[config.mk]
export PLATFORM = sky130hd
export DESIGN_NAME = cam_bist_top
export DESIGN_NICKNAME = d
export VERILOG_FILES = /design/src/hw/cam_bist_pkg.sv /design/src/hw/cam_port_if.sv /design/src/hw/cam_bist_top.sv /design/src/hw/cam_bist_outhandler.sv /design/src/hw/cam_bist_engine.sv /design/src/hw/cam_bist_regs.sv /design/src/hw/cam_array.sv
export SDC_FILE = /design/constraint.sdc
export NUM_CORES = 1
export LEC_CHECK = 0
export BUFFER_PORTS_ARGS = -buffer_cell sky130_fd_sc_hd__buf_2
export CORE_ASPECT_RATIO = 0.6
export CORE_MARGIN = 2
export CORE_UTILIZATION = 25
export DETAILED_ROUTE_END_ITERATION = 12
export REMOVE_ABC_BUFFERS = 1
export SLEW_MARGIN = 5
export SYNTH_ARGS = -nofsm -noshare
export SYNTH_HDL_FRONTEND = slang
export SYNTH_SLANG_ARGS = --single-unit
[constraint.sdc]
create_clock -name bist_clk -period 5.1 [get_ports bist_clk]
set_input_delay 0.255 -clock bist_clk [delete_from_list [all_inputs] [get_ports bist_clk]]
set_output_delay 0.255 -clock bist_clk [all_outputs]
set_load 0.005 [all_outputs]
[src/hw/cam_bist_pkg.sv]
`default_nettype none

package cam_bist_pkg;

  // ==========================================================================
  // Array geometry
  // ==========================================================================

  // Default CAM depth and word width
  localparam int cam_entries = 16;
  localparam int cam_dwidth  = 8;

  // Address width covers cam_entries
  localparam int cam_awidth  = 4;

  // Result FIFO depth, also the initial engine credit count
  localparam int res_depth   = 4;

  // Compare algorithm, also selects the expected match pattern
  typedef enum logic [1:0] {
    algo_all_match       = 2'b00,
    algo_single_match    = 2'b01,
    algo_single_mismatch = 2'b10,
    algo_all_mismatch    = 2'b11
  } match_sel_t;

  // ==========================================================================
  // Host configuration word
  // ==========================================================================

  // Host word bit 15 is padding, bits 14:0 hold the union below
  // Kind bit 14 is 0 for a control write
  typedef struct packed {
    logic       kind;
    logic       start;
    logic       cm_mode;
    match_sel_t match_sel;
    logic [9:0] spare;
  } cfg_ctrl_t;

  // Kind bit 14 is 1 for a background write
  typedef struct packed {
    logic                  kind;
    logic [5:0]            spare;
    logic [cam_dwidth-1:0] background;
  } cfg_bg_t;

  // Same 15 bits seen as control or as background
  typedef union packed {
    cfg_ctrl_t ctrl;
    cfg_bg_t   bg;
  } cfg_word_u;

endpackage

`default_nettype wire
[src/hw/cam_port_if.sv]
`timescale 1ns/1ps
`default_nettype none

interface cam_port_if #(
  parameter int entries = cam_bist_pkg::cam_entries,
  parameter int dwidth  = cam_bist_pkg::cam_dwidth
);

  // Write port, takes effect at the clock edge
  logic                                wr_en;
  logic [cam_bist_pkg::cam_awidth-1:0] wr_addr;
  logic [dwidth-1:0]                   wr_data;

  // Compare port
  logic              cmp_en;
  logic [dwidth-1:0] cmp_key;

  // Read port, rd_addr also tags compares with the step address
  logic                                rd_en;
  logic [cam_bist_pkg::cam_awidth-1:0] rd_addr;

  // Responses, two cycles after the request
  logic [entries-1:0] match_lines;
  logic [dwidth-1:0]  rd_data;

  // BIST engine side
  modport engine (
    output wr_en, wr_addr, wr_data,
    output cmp_en, cmp_key,
    output rd_en, rd_addr
  );

  // CAM macro side
  modport array (
    input  wr_en, wr_addr, wr_data,
    input  cmp_en, cmp_key,
    input  rd_en, rd_addr,
    output match_lines, rd_data
  );

  // Output handler taps requests and responses
  modport monitor (
    input cmp_en, rd_en, rd_addr,
    input match_lines, rd_data
  );

endinterface

`default_nettype wire

[src/hw/cam_bist_top.sv]
`timescale 1ns/1ps
`default_nettype none

module cam_bist_top #(
  parameter int entries = cam_bist_pkg::cam_entries,
  parameter int dwidth  = cam_bist_pkg::cam_dwidth
) (
  input  wire logic                                bist_clk,
  input  wire logic                                rst_n,
  // Host configuration port
  input  wire logic                                cfg_valid,
  output logic                                     cfg_ready,
  input  wire logic [15:0]                         cfg_word,
  // Result stream
  output logic                                     res_valid,
  input  wire logic                                res_ready,
  output logic [cam_bist_pkg::cam_awidth-1:0]      res_addr,
  output logic [dwidth-1:0]                        res_data,
  // Run status
  output logic                                     busy
);

  // Configuration from regs to engine and output handler
  logic                     start_pulse;
  cam_bist_pkg::match_sel_t match_sel;
  logic                     cm_mode;
  logic [dwidth-1:0]        background;

  // CAM ports
  cam_port_if #(.entries(entries), .dwidth(dwidth)) cam_bus ();

  cam_bist_regs #(.dwidth(dwidth)) u_regs (
    .bist_clk    (bist_clk),
    .rst_n       (rst_n),
    .cfg_valid   (cfg_valid),
    .cfg_ready   (cfg_ready),
    .cfg_word    (cfg_word),
    .busy        (busy),
    .start_pulse (start_pulse),
    .match_sel   (match_sel),
    .cm_mode     (cm_mode),
    .background  (background)
  );

  cam_bist_engine #(.entries(entries), .dwidth(dwidth)) u_engine (
    .bist_clk    (bist_clk),
    .rst_n       (rst_n),
    .start_pulse (start_pulse),
    .match_sel   (match_sel),
    .cm_mode     (cm_mode),
    .background  (background),
    .res_valid   (res_valid),
    .res_ready   (res_ready),
    .busy        (busy),
    .port        (cam_bus.engine)
  );

  cam_array #(.entries(entries), .dwidth(dwidth)) u_array (
    .bist_clk (bist_clk),
    .rst_n    (rst_n),
    .port     (cam_bus.array)
  );

  cam_bist_outhandler #(.entries(entries), .dwidth(dwidth)) u_outhandler (
    .bist_clk  (bist_clk),
    .rst_n     (rst_n),
    .port      (cam_bus.monitor),
    .match_sel (match_sel),
    .cm_mode   (cm_mode),
    .res_valid (res_valid),
    .res_ready (res_ready),
    .res_addr  (res_addr),
    .res_data  (res_data)
  );

endmodule

`default_nettype wire

[src/hw/cam_bist_outhandler.sv]
`timescale 1ns/1ps
`default_nettype none

module cam_bist_outhandler #(
  parameter int entries = cam_bist_pkg::cam_entries,
  parameter int dwidth  = cam_bist_pkg::cam_dwidth
) (
  input  wire logic                                bist_clk,
  input  wire logic                                rst_n,
  cam_port_if.monitor                              port,
  input  wire cam_bist_pkg::match_sel_t            match_sel,
  input  wire logic                                cm_mode,
  output logic                                     res_valid,
  input  wire logic                                res_ready,
  output logic [cam_bist_pkg::cam_awidth-1:0]      res_addr,
  output logic [dwidth-1:0]                        res_data
);

  localparam int awidth = cam_bist_pkg::cam_awidth;
  localparam int depth  = cam_bist_pkg::res_depth;
  localparam int pw     = $clog2(depth);
  localparam int folds  = (entries + dwidth - 1) / dwidth;

  // Request side delayed to line up with the array response
  logic                     valid_d1, valid_d2;
  logic [awidth-1:0]        addr_d1, addr_d2;
  cam_bist_pkg::match_sel_t sel_d1, sel_d2;
  logic                     mode_d1, mode_d2;

  logic [entries-1:0] one_hot;
  logic [entries-1:0] expected;
  logic [entries-1:0] mismatch;
  logic [dwidth-1:0]  folded;
  logic [dwidth-1:0]  sel_word;

  // Result FIFO with a power-of-two depth
  logic [awidth-1:0] q_addr [depth];
  logic [dwidth-1:0] q_data [depth];
  logic [pw-1:0]     wr_ptr, rd_ptr;
  logic [pw:0]       count;
  logic              push, pop;

  always_ff @(posedge bist_clk or negedge rst_n) begin
    if (!rst_n) begin
      valid_d1 <= 1'b0;
      valid_d2 <= 1'b0;
    end else begin
      valid_d1 <= port.cmp_en | port.rd_en;
      valid_d2 <= valid_d1;
    end
  end

  always_ff @(posedge bist_clk) begin
    addr_d1 <= port.rd_addr;
    addr_d2 <= addr_d1;
    sel_d1  <= match_sel;
    sel_d2  <= sel_d1;
    mode_d1 <= cm_mode;
    mode_d2 <= mode_d1;
  end

  // ==========================================================================
  // Expected match vector and comparator
  // ==========================================================================

  assign one_hot = {{(entries-1){1'b0}}, 1'b1} << addr_d2;

  always_comb begin
    unique case (sel_d2)
      cam_bist_pkg::algo_all_match:       expected = '1;
      cam_bist_pkg::algo_single_match:    expected = one_hot;
      cam_bist_pkg::algo_single_mismatch: expected = ~one_hot;
      cam_bist_pkg::algo_all_mismatch:    expected = '0;
      default:                            expected = '0;
    endcase
  end

  // Any set bit is a faulty match line
  assign mismatch = expected ^ port.match_lines;

  // ==========================================================================
  // Compactor
  // ==========================================================================

  if (dwidth < entries) begin : g_fold
    // Bit i ORs every match line i + k*dwidth
    for (genvar i = 0; i < dwidth; i++) begin : g_bit
      logic [folds-1:0] grp;
      for (genvar k = 0; k < folds; k++) begin : g_grp
        if (i + k * dwidth < entries) begin : g_in
          assign grp[k] = mismatch[i + k * dwidth];
        end else begin : g_pad
          assign grp[k] = 1'b0;
        end
      end
      assign folded[i] = |grp;
    end
  end else if (dwidth == entries) begin : g_equal
    assign folded = mismatch;
  end else begin : g_expand
    // Match lines in the upper bits over a zero fill
    assign folded = {mismatch, {(dwidth-entries){1'b0}}};
  end

  // Mode mux between compacted compare result and raw read data
  assign sel_word = mode_d2 ? folded : port.rd_data;

  // ==========================================================================
  // First-word fall-through result FIFO
  // ==========================================================================

  assign push      = valid_d2;
  assign pop       = res_valid & res_ready;
  assign res_valid = (count != '0);
  assign res_addr  = q_addr[rd_ptr];
  assign res_data  = q_data[rd_ptr];

  always_ff @(posedge bist_clk) begin
    if (push) begin
      q_addr[wr_ptr] <= addr_d2;
      q_data[wr_ptr] <= sel_word;
    end
  end

  // Engine credits keep push from hitting a full FIFO
  always_ff @(posedge bist_clk or negedge rst_n) begin
    if (!rst_n) begin
      wr_ptr <= '0;
      rd_ptr <= '0;
      count  <= '0;
    end else begin
      if (push) begin
        wr_ptr <= wr_ptr + 1'b1;
      end
      if (pop) begin
        rd_ptr <= rd_ptr + 1'b1;
      end
      count <= count + (pw+1)'(push) - (pw+1)'(pop);
    end
  end

endmodule

`default_nettype wire

[src/hw/cam_bist_engine.sv]
`timescale 1ns/1ps
`default_nettype none

module cam_bist_engine #(
  parameter int entries = cam_bist_pkg::cam_entries,
  parameter int dwidth  = cam_bist_pkg::cam_dwidth
) (
  input  wire logic                     bist_clk,
  input  wire logic                     rst_n,
  input  wire logic                     start_pulse,
  input  wire cam_bist_pkg::match_sel_t match_sel,
  input  wire logic                     cm_mode,
  input  wire logic [dwidth-1:0]        background,
  input  wire logic                     res_valid,
  input  wire logic                     res_ready,
  output logic                          busy,
  cam_port_if.engine                    port
);

  localparam int awidth = cam_bist_pkg::cam_awidth;
  localparam int crw    = $clog2(cam_bist_pkg::res_depth + 1);
  localparam logic [awidth-1:0] last_addr = awidth'(entries - 1);

  typedef enum logic [1:0] {
    st_idle,
    st_fill,
    st_step,
    st_drain
  } state_t;

  state_t            state;
  logic [awidth-1:0] addr;
  // Single mismatch sub-step 0 corrupts, 1 compares and 2 restores
  logic [1:0]        sub;
  logic [awidth-1:0] res_cnt;
  logic [crw-1:0]    credits;

  logic              have_credit;
  logic              issue;
  logic              advance;
  logic              ret;
  logic              alg10;
  logic [dwidth-1:0] uniq_val;

  assign busy        = (state != st_idle);
  assign have_credit = (credits != '0);
  assign ret         = res_valid & res_ready;
  assign alg10       = cm_mode && (match_sel == cam_bist_pkg::algo_single_mismatch);

  // Unique content of entry addr for the single match algorithm
  assign uniq_val = {background[dwidth-1:awidth], addr};

  // ==========================================================================
  // Request generation
  // ==========================================================================

  always_comb begin
    port.wr_en   = 1'b0;
    port.wr_addr = addr;
    port.wr_data = background;
    port.cmp_en  = 1'b0;
    port.cmp_key = background;
    port.rd_en   = 1'b0;
    port.rd_addr = addr;
    case (state)
      st_fill: begin
        port.wr_en = 1'b1;
        if (match_sel == cam_bist_pkg::algo_single_match) begin
          port.wr_data = uniq_val;
        end
      end
      st_step: begin
        if (alg10) begin
          // Corrupt, compare background, then restore
          case (sub)
            2'd0: begin
              port.wr_en   = 1'b1;
              port.wr_data = ~background;
            end
            2'd1: port.cmp_en = have_credit;
            default: port.wr_en = 1'b1;
          endcase
        end else if (cm_mode) begin
          port.cmp_en = have_credit;
          case (match_sel)
            cam_bist_pkg::algo_single_match: port.cmp_key = uniq_val;
            cam_bist_pkg::algo_all_mismatch: port.cmp_key = ~background;
            default:                         port.cmp_key = background;
          endcase
        end else begin
          // Normal mode reads the entry back
          port.rd_en = have_credit;
        end
      end
      default: ;
    endcase
  end

  assign issue   = port.cmp_en | port.rd_en;
  assign advance = alg10 ? (sub == 2'd2) : issue;

  // ==========================================================================
  // Sequencer, credit and result counters
  // ==========================================================================

  always_ff @(posedge bist_clk or negedge rst_n) begin
    if (!rst_n) begin
      state   <= st_idle;
      addr    <= '0;
      sub     <= '0;
      res_cnt <= '0;
      credits <= crw'(cam_bist_pkg::res_depth);
    end else begin
      // One credit out per issue and one back per result taken
      credits <= credits - crw'(issue) + crw'(ret);
      if (ret) begin
        res_cnt <= res_cnt + 1'b1;
      end
      case (state)
        st_idle: begin
          if (start_pulse) begin
            state   <= st_fill;
            addr    <= '0;
            sub     <= '0;
            res_cnt <= '0;
          end
        end
        st_fill: begin
          addr <= addr + 1'b1;
          if (addr == last_addr) begin
            state <= st_step;
            addr  <= '0;
          end
        end
        st_step: begin
          if (alg10) begin
            case (sub)
              2'd0:    sub <= 2'd1;
              2'd1:    sub <= issue ? 2'd2 : 2'd1;
              default: sub <= 2'd0;
            endcase
          end
          if (advance) begin
            addr <= addr + 1'b1;
            if (addr == last_addr) begin
              state <= st_drain;
            end
          end
        end
        st_drain: begin
          // Last handshake ends the run
          if (ret && (res_cnt == last_addr)) begin
            state <= st_idle;
          end
        end
        default: state <= st_idle;
      endcase
    end
  end

endmodule

`default_nettype wire

[src/hw/cam_bist_regs.sv]
`timescale 1ns/1ps
`default_nettype none

module cam_bist_regs #(
  parameter int dwidth = cam_bist_pkg::cam_dwidth
) (
  input  wire logic                     bist_clk,
  input  wire logic                     rst_n,
  input  wire logic                     cfg_valid,
  output logic                          cfg_ready,
  input  wire logic [15:0]              cfg_word,
  input  wire logic                     busy,
  output logic                          start_pulse,
  output cam_bist_pkg::match_sel_t      match_sel,
  output logic                          cm_mode,
  output logic [dwidth-1:0]             background
);

  // Host word view, bit 15 is padding
  cam_bist_pkg::cfg_word_u word;
  logic                    accept;
  logic                    is_bg;

  assign word   = cfg_word[14:0];
  assign is_bg  = word.ctrl.kind;

  // No words during a run or in the cycle before busy rises
  assign cfg_ready = ~busy & ~start_pulse;
  assign accept    = cfg_valid & cfg_ready;

  // ==========================================================================
  // Configuration registers
  // ==========================================================================

  always_ff @(posedge bist_clk or negedge rst_n) begin
    if (!rst_n) begin
      match_sel   <= cam_bist_pkg::algo_all_match;
      cm_mode     <= 1'b0;
      background  <= '0;
      start_pulse <= 1'b0;
    end else begin
      // One-cycle pulse right after a control word with start set
      start_pulse <= accept & ~is_bg & word.ctrl.start;
      if (accept) begin
        if (is_bg) begin
          background <= word.bg.background;
        end else begin
          match_sel <= word.ctrl.match_sel;
          cm_mode   <= word.ctrl.cm_mode;
        end
      end
    end
  end

endmodule

`default_nettype wire

[src/hw/cam_array.sv]
`timescale 1ns/1ps
`default_nettype none

module cam_array #(
  parameter int entries = cam_bist_pkg::cam_entries,
  parameter int dwidth  = cam_bist_pkg::cam_dwidth
) (
  input  wire logic bist_clk,
  input  wire logic rst_n,
  cam_port_if.array port
);

  localparam int awidth = cam_bist_pkg::cam_awidth;

  // Storage
  logic [dwidth-1:0] mem [entries];

  // First pipeline stage
  logic [dwidth-1:0] key_q;
  logic [awidth-1:0] raddr_q;
  logic              cmp_q;
  logic              rd_q;

  // Per-entry hit from the registered key
  logic [entries-1:0] hit;

  // ==========================================================================
  // Write port
  // ==========================================================================

  always_ff @(posedge bist_clk) begin
    if (port.wr_en) begin
      mem[port.wr_addr] <= port.wr_data;
    end
  end

  // ==========================================================================
  // Compare and read pipeline
  // ==========================================================================

  // Stage 1 valid flags
  always_ff @(posedge bist_clk or negedge rst_n) begin
    if (!rst_n) begin
      cmp_q <= 1'b0;
      rd_q  <= 1'b0;
    end else begin
      cmp_q <= port.cmp_en;
      rd_q  <= port.rd_en;
    end
  end

  // All entries compared in parallel against the stage 1 key
  always_comb begin
    for (int e = 0; e < entries; e++) begin
      hit[e] = (mem[e] == key_q);
    end
  end

  // Stage 1 captures the request, stage 2 the response
  always_ff @(posedge bist_clk) begin
    if (port.cmp_en) begin
      key_q <= port.cmp_key;
    end
    if (port.rd_en) begin
      raddr_q <= port.rd_addr;
    end
    if (cmp_q) begin
      port.match_lines <= hit;
    end
    if (rd_q) begin
      port.rd_data <= mem[raddr_q];
    end
  end

endmodule

`default_nettype wire

==> results by group <==
Run status
  • Outcome: completed

Yosys
  • Post-synthesis compound-gate area fraction: 0.0266
  • Synth cell types: a little under 50
  • Main synth FF type: edfxtp_1
  • Post-synthesis sequential area ratio: 0.619
  • Post-Synth Adder-Cell Area: 0.0216
  • Largest family of logic cells by synthesized area: multiplexers
  • Synth Area per Inst: between 15 and 20 um2
  • Post-Synth XOR/XNOR Area: 0.113
  • Post-synthesis mux area share: 0.123
  • Post-Syn Area: about 12,000 um2
  • Simple-gate share of the synthesized area: 0.0763
  • Share of synthesized flip-flops with an asynchronous set or reset: 0.144
  • Yosys reg bits: 264
  • Synth area leaders: edfxtp_1 52%, xnor2_1 11%, mux4_2 9.5%, dfrtp_1 7.5%, dfxtp_1 2.3%
  • EDFF count, synth: 212
  • Yosys top cell area share: 0.519
  • YS warnings: 0
  • Cell taking the most area after synthesis: edfxtp_1
  • Gate Count Post-Synth: ~810

Timing
  • Final setup fails: 0
  • Clock skew: 14.0 ps
  • Max-slew violation count: 0
  • Worst slew pin tran: ~1200 ps
  • Setup TNS: 0 ps
  • RSZ-0062 raised after global routing: no
  • Final hold vios: 0
  • Final Critical Period: about 3000 ps
  • Fmax: between 300 and 400 MHz
  • Slew headroom: 0.206
  • Fin crit share: 0.602

Clocking
  • Clock sink count: 264
  • CTS Buf Count: 24
  • Clock buffer depth: 3
  • Clock latency on the worst-skew pair: about 550 ps
  • CTS tree: yes
  • # H-tree levels: 1
  • Setup bufs post-CTS: 0
  • Clock slew at reported path FFs: 70 ps
  • CTS Root Cell: clkbuf_16

Cells and area
  • Share of layout cells above drive strength 1: 0.174
  • Nets: between 800 and 900
  • Cell area after layout: approximately 14,000 um2
  • Layout Area Growth over Synthesis: 13.9%
  • Final Util: 0.290
  • Fin cells: ~1.5k

Power
  • Switching power: 0.00267 W
  • Sequential share of power: 0.468
  • Net switching fraction of the power: 0.345
  • Total power draw: about 0.0077 W
  • Static leakage: about 4.5 nW
  • Cell-internal power: around 0.005 W
  • Peak VDD IR: 0.420 mV
  • Power share of the combinational group: 0.294
  • Proportion of power drawn by the clock network: 0.238
  • PD cells: 552 nW/um2

Worst hold path
  • Worst hold path type: primary input to flop

Detailed routing
  • ANT nets after route: 0
  • Via count: 6,809
  • Starting DRT DRC Count: around 650
  • Routed WL: 30,000 um
  • Drt drc: 0
  • TritonRoute pass-1 iters: 5
  • Vias per cell: 4.55
  • DR WL/cell: 20.1 um

Worst setup path
  • Arrival @ worst endpoint: between 3000 and 4000 ps
  • CP peak stage delay: between 600 and 700 ps
  • Worst path slowest cell: nor2_1
  • Setup slack, reg-to-reg: between 2000 and 2500 ps
  • CP Launch Type: flop
  • Crit. End Element: flop
  • Critical Path RT: about 5300 ps
  • Crit Path Class: flop to flop
  • CP Cell Sequence: inv_1, ha_1, a31oi_1, nand2b_1, or2_2, nor2_1
  • Crit-path max FO: 19

Global routing
  • Largest net degree at the start of global routing: 39
  • Vias in the first global route: 6,818
  • Total track usage: 0.117
  • GR Overflow Total: 0
  • First-pass GRT wire length: 44,700 um
  • Initial antenna violation count: 1

Floorplan
  • Die Ht: ~180 um
  • Die Wd: around 290 um
  • Die Footprint: a little over 50,000 um2
  • Starting density of the core: 0.255
  • Number of I/O pins: 35
  • Core area: roughly 48,000 um2
  • Site Rows: a little over 60

Place
  • Placement Cell Area: about 13,000 um2
  • IO Port Bufs: 31
  • HPWL Detailed: a little over 20,000 um
  • Placer Congestion: ~0.8
  • Placed cells: roughly 1.4k

Run
  • Max Cap Viol: 0
## cell type report
type                    instances  area [um2]
multi-input cells             480        4420
clock buffers                  35         703
diodes                          1        2.50
clock inverters                 9        70.1
flip-flops and latches        264        7600
repair buffers                 48         315
well taps                     640         801
inverters                      19        71.3
fillers                      4769       34200
## worst max-delay path: cells and delay by family (launching register included)
kind                     cells  cell delay (ps)
AND/OR/NAND/NOR              3             1220
flip-flops                   1              400
buffers and inverters        1              130
AO/OA/AOI/OAI                1              330
adder cells (fa/ha/maj)      1              610
## cells by family after synthesis
group                      Yosys count
DFF                                264
adders and majority gates           20
xor gates and xnor gates           158
buffers and inverters               62
and+or+nand+nor                    166
muxes                               84
AOI/OAI and AO/OA                   52
## metal layers
layer | vias to the layer above | global-route usage | routed length (um)
li1 | 3063 | - | -
met1 | 3454 | 0.184 | 15300
met2 | 260 | 0.146 | 10800
met3 | 32 | 0.0502 | 3490
met4 | 0 | 0.0184 | 405
met5 | - | 0 | 0
## stage by stage
| stage | hold WS (ps) | setup slack [ps] |
|---|---|---|
| global placement | 316 | 2110 |
| floorplan | -40.6 | 2330 |
| detailed placement | 314 | 2020 |
| global route | 110 | 1830 |
| CTS | 75.2 | 2000 |
| finish | 95.2 | 2030 |
## synth_stat cells (5+ instances only)
cell type	number
buf_1	5
mux2i_1	19
ha_1	18
clkbuf_1	24
dfxtp_1	14
dfrtp_1	37
a21oi_1	7
nand2_1	30
nand3_1	6
inv_1	19
mux4_2	52
nand4b_1	5
a22o_1	8
o21ai_0	22
nor2_1	34
nand4_1	35
edfxtp_1	212
xor2_1	5
and2_1	18
a31oi_1	9
nor3_1	7
xnor2_1	153
buf_2	13
mux2_2	13
## path summary, 6_finish.rpt
check / start / end / cells past startpoint
max in group asynchronous: rst_n / u_array.rd_q / 2
max reg2reg: u_engine.state[0] / u_array.mem[15][6] / 6
min in group asynchronous: rst_n / u_regs.background[5] / 2
min: cfg_word[14] / u_regs.start_pulse / 3
min reg2reg: u_outhandler.mode_d1 / u_outhandler.mode_d2 / 0
max: u_engine.state[0] / u_array.mem[15][6] / 6
## state kept, by name, summed over array words and instances, names as in the netlist, 8 cells and up
| name | flops |
|---|---|
| u_array.key_q | 8 |
| u_regs.background | 8 |
| u_outhandler.q_data | 32 |
| u_array.port.match_lines | 16 |
| u_array.mem | 128 |
| u_array.port.rd_data | 8 |
| u_outhandler.q_addr | 16 |
## power groups by stage
stage / sequential, W / clock, W / combinational, W
3_5_place_dp: 0.00366 / 0 / 0.00227
6_report: 0.00361 / 0.00184 / 0.00227
3_3_place_gp: 0.00364 / 0 / 0.00221
4_1_cts: 0.00361 / 0.00187 / 0.00229
2_1_floorplan: 0.00349 / 0 / 0.00151
5_1_grt: 0.00368 / 0.00196 / 0.00250
## cell usage in the layout (no fill, tap or decap), types with 9 or more instances in the layout
cell and instances:
dfrtp_1 37, dlygate4sd3_1 13, ha_1 18, buf_2 31
mux2_2 13, dfxtp_1 14, a31oi_1 9, inv_1 19
mux2i_1 19, xnor2_1 153, nand2_1 30, nor2_1 34
nand4_1 35, clkbuf_16 25, o21ai_0 22, mux4_2 52
edfxtp_1 212, and2_1 18
## repair_timing
item	in CTS	in global routing
gates resized for setup	0	0
hold buffers	13	0
hold endpoints to repair	49	0
No activity file was read; power rests on OpenSTA's default activity.
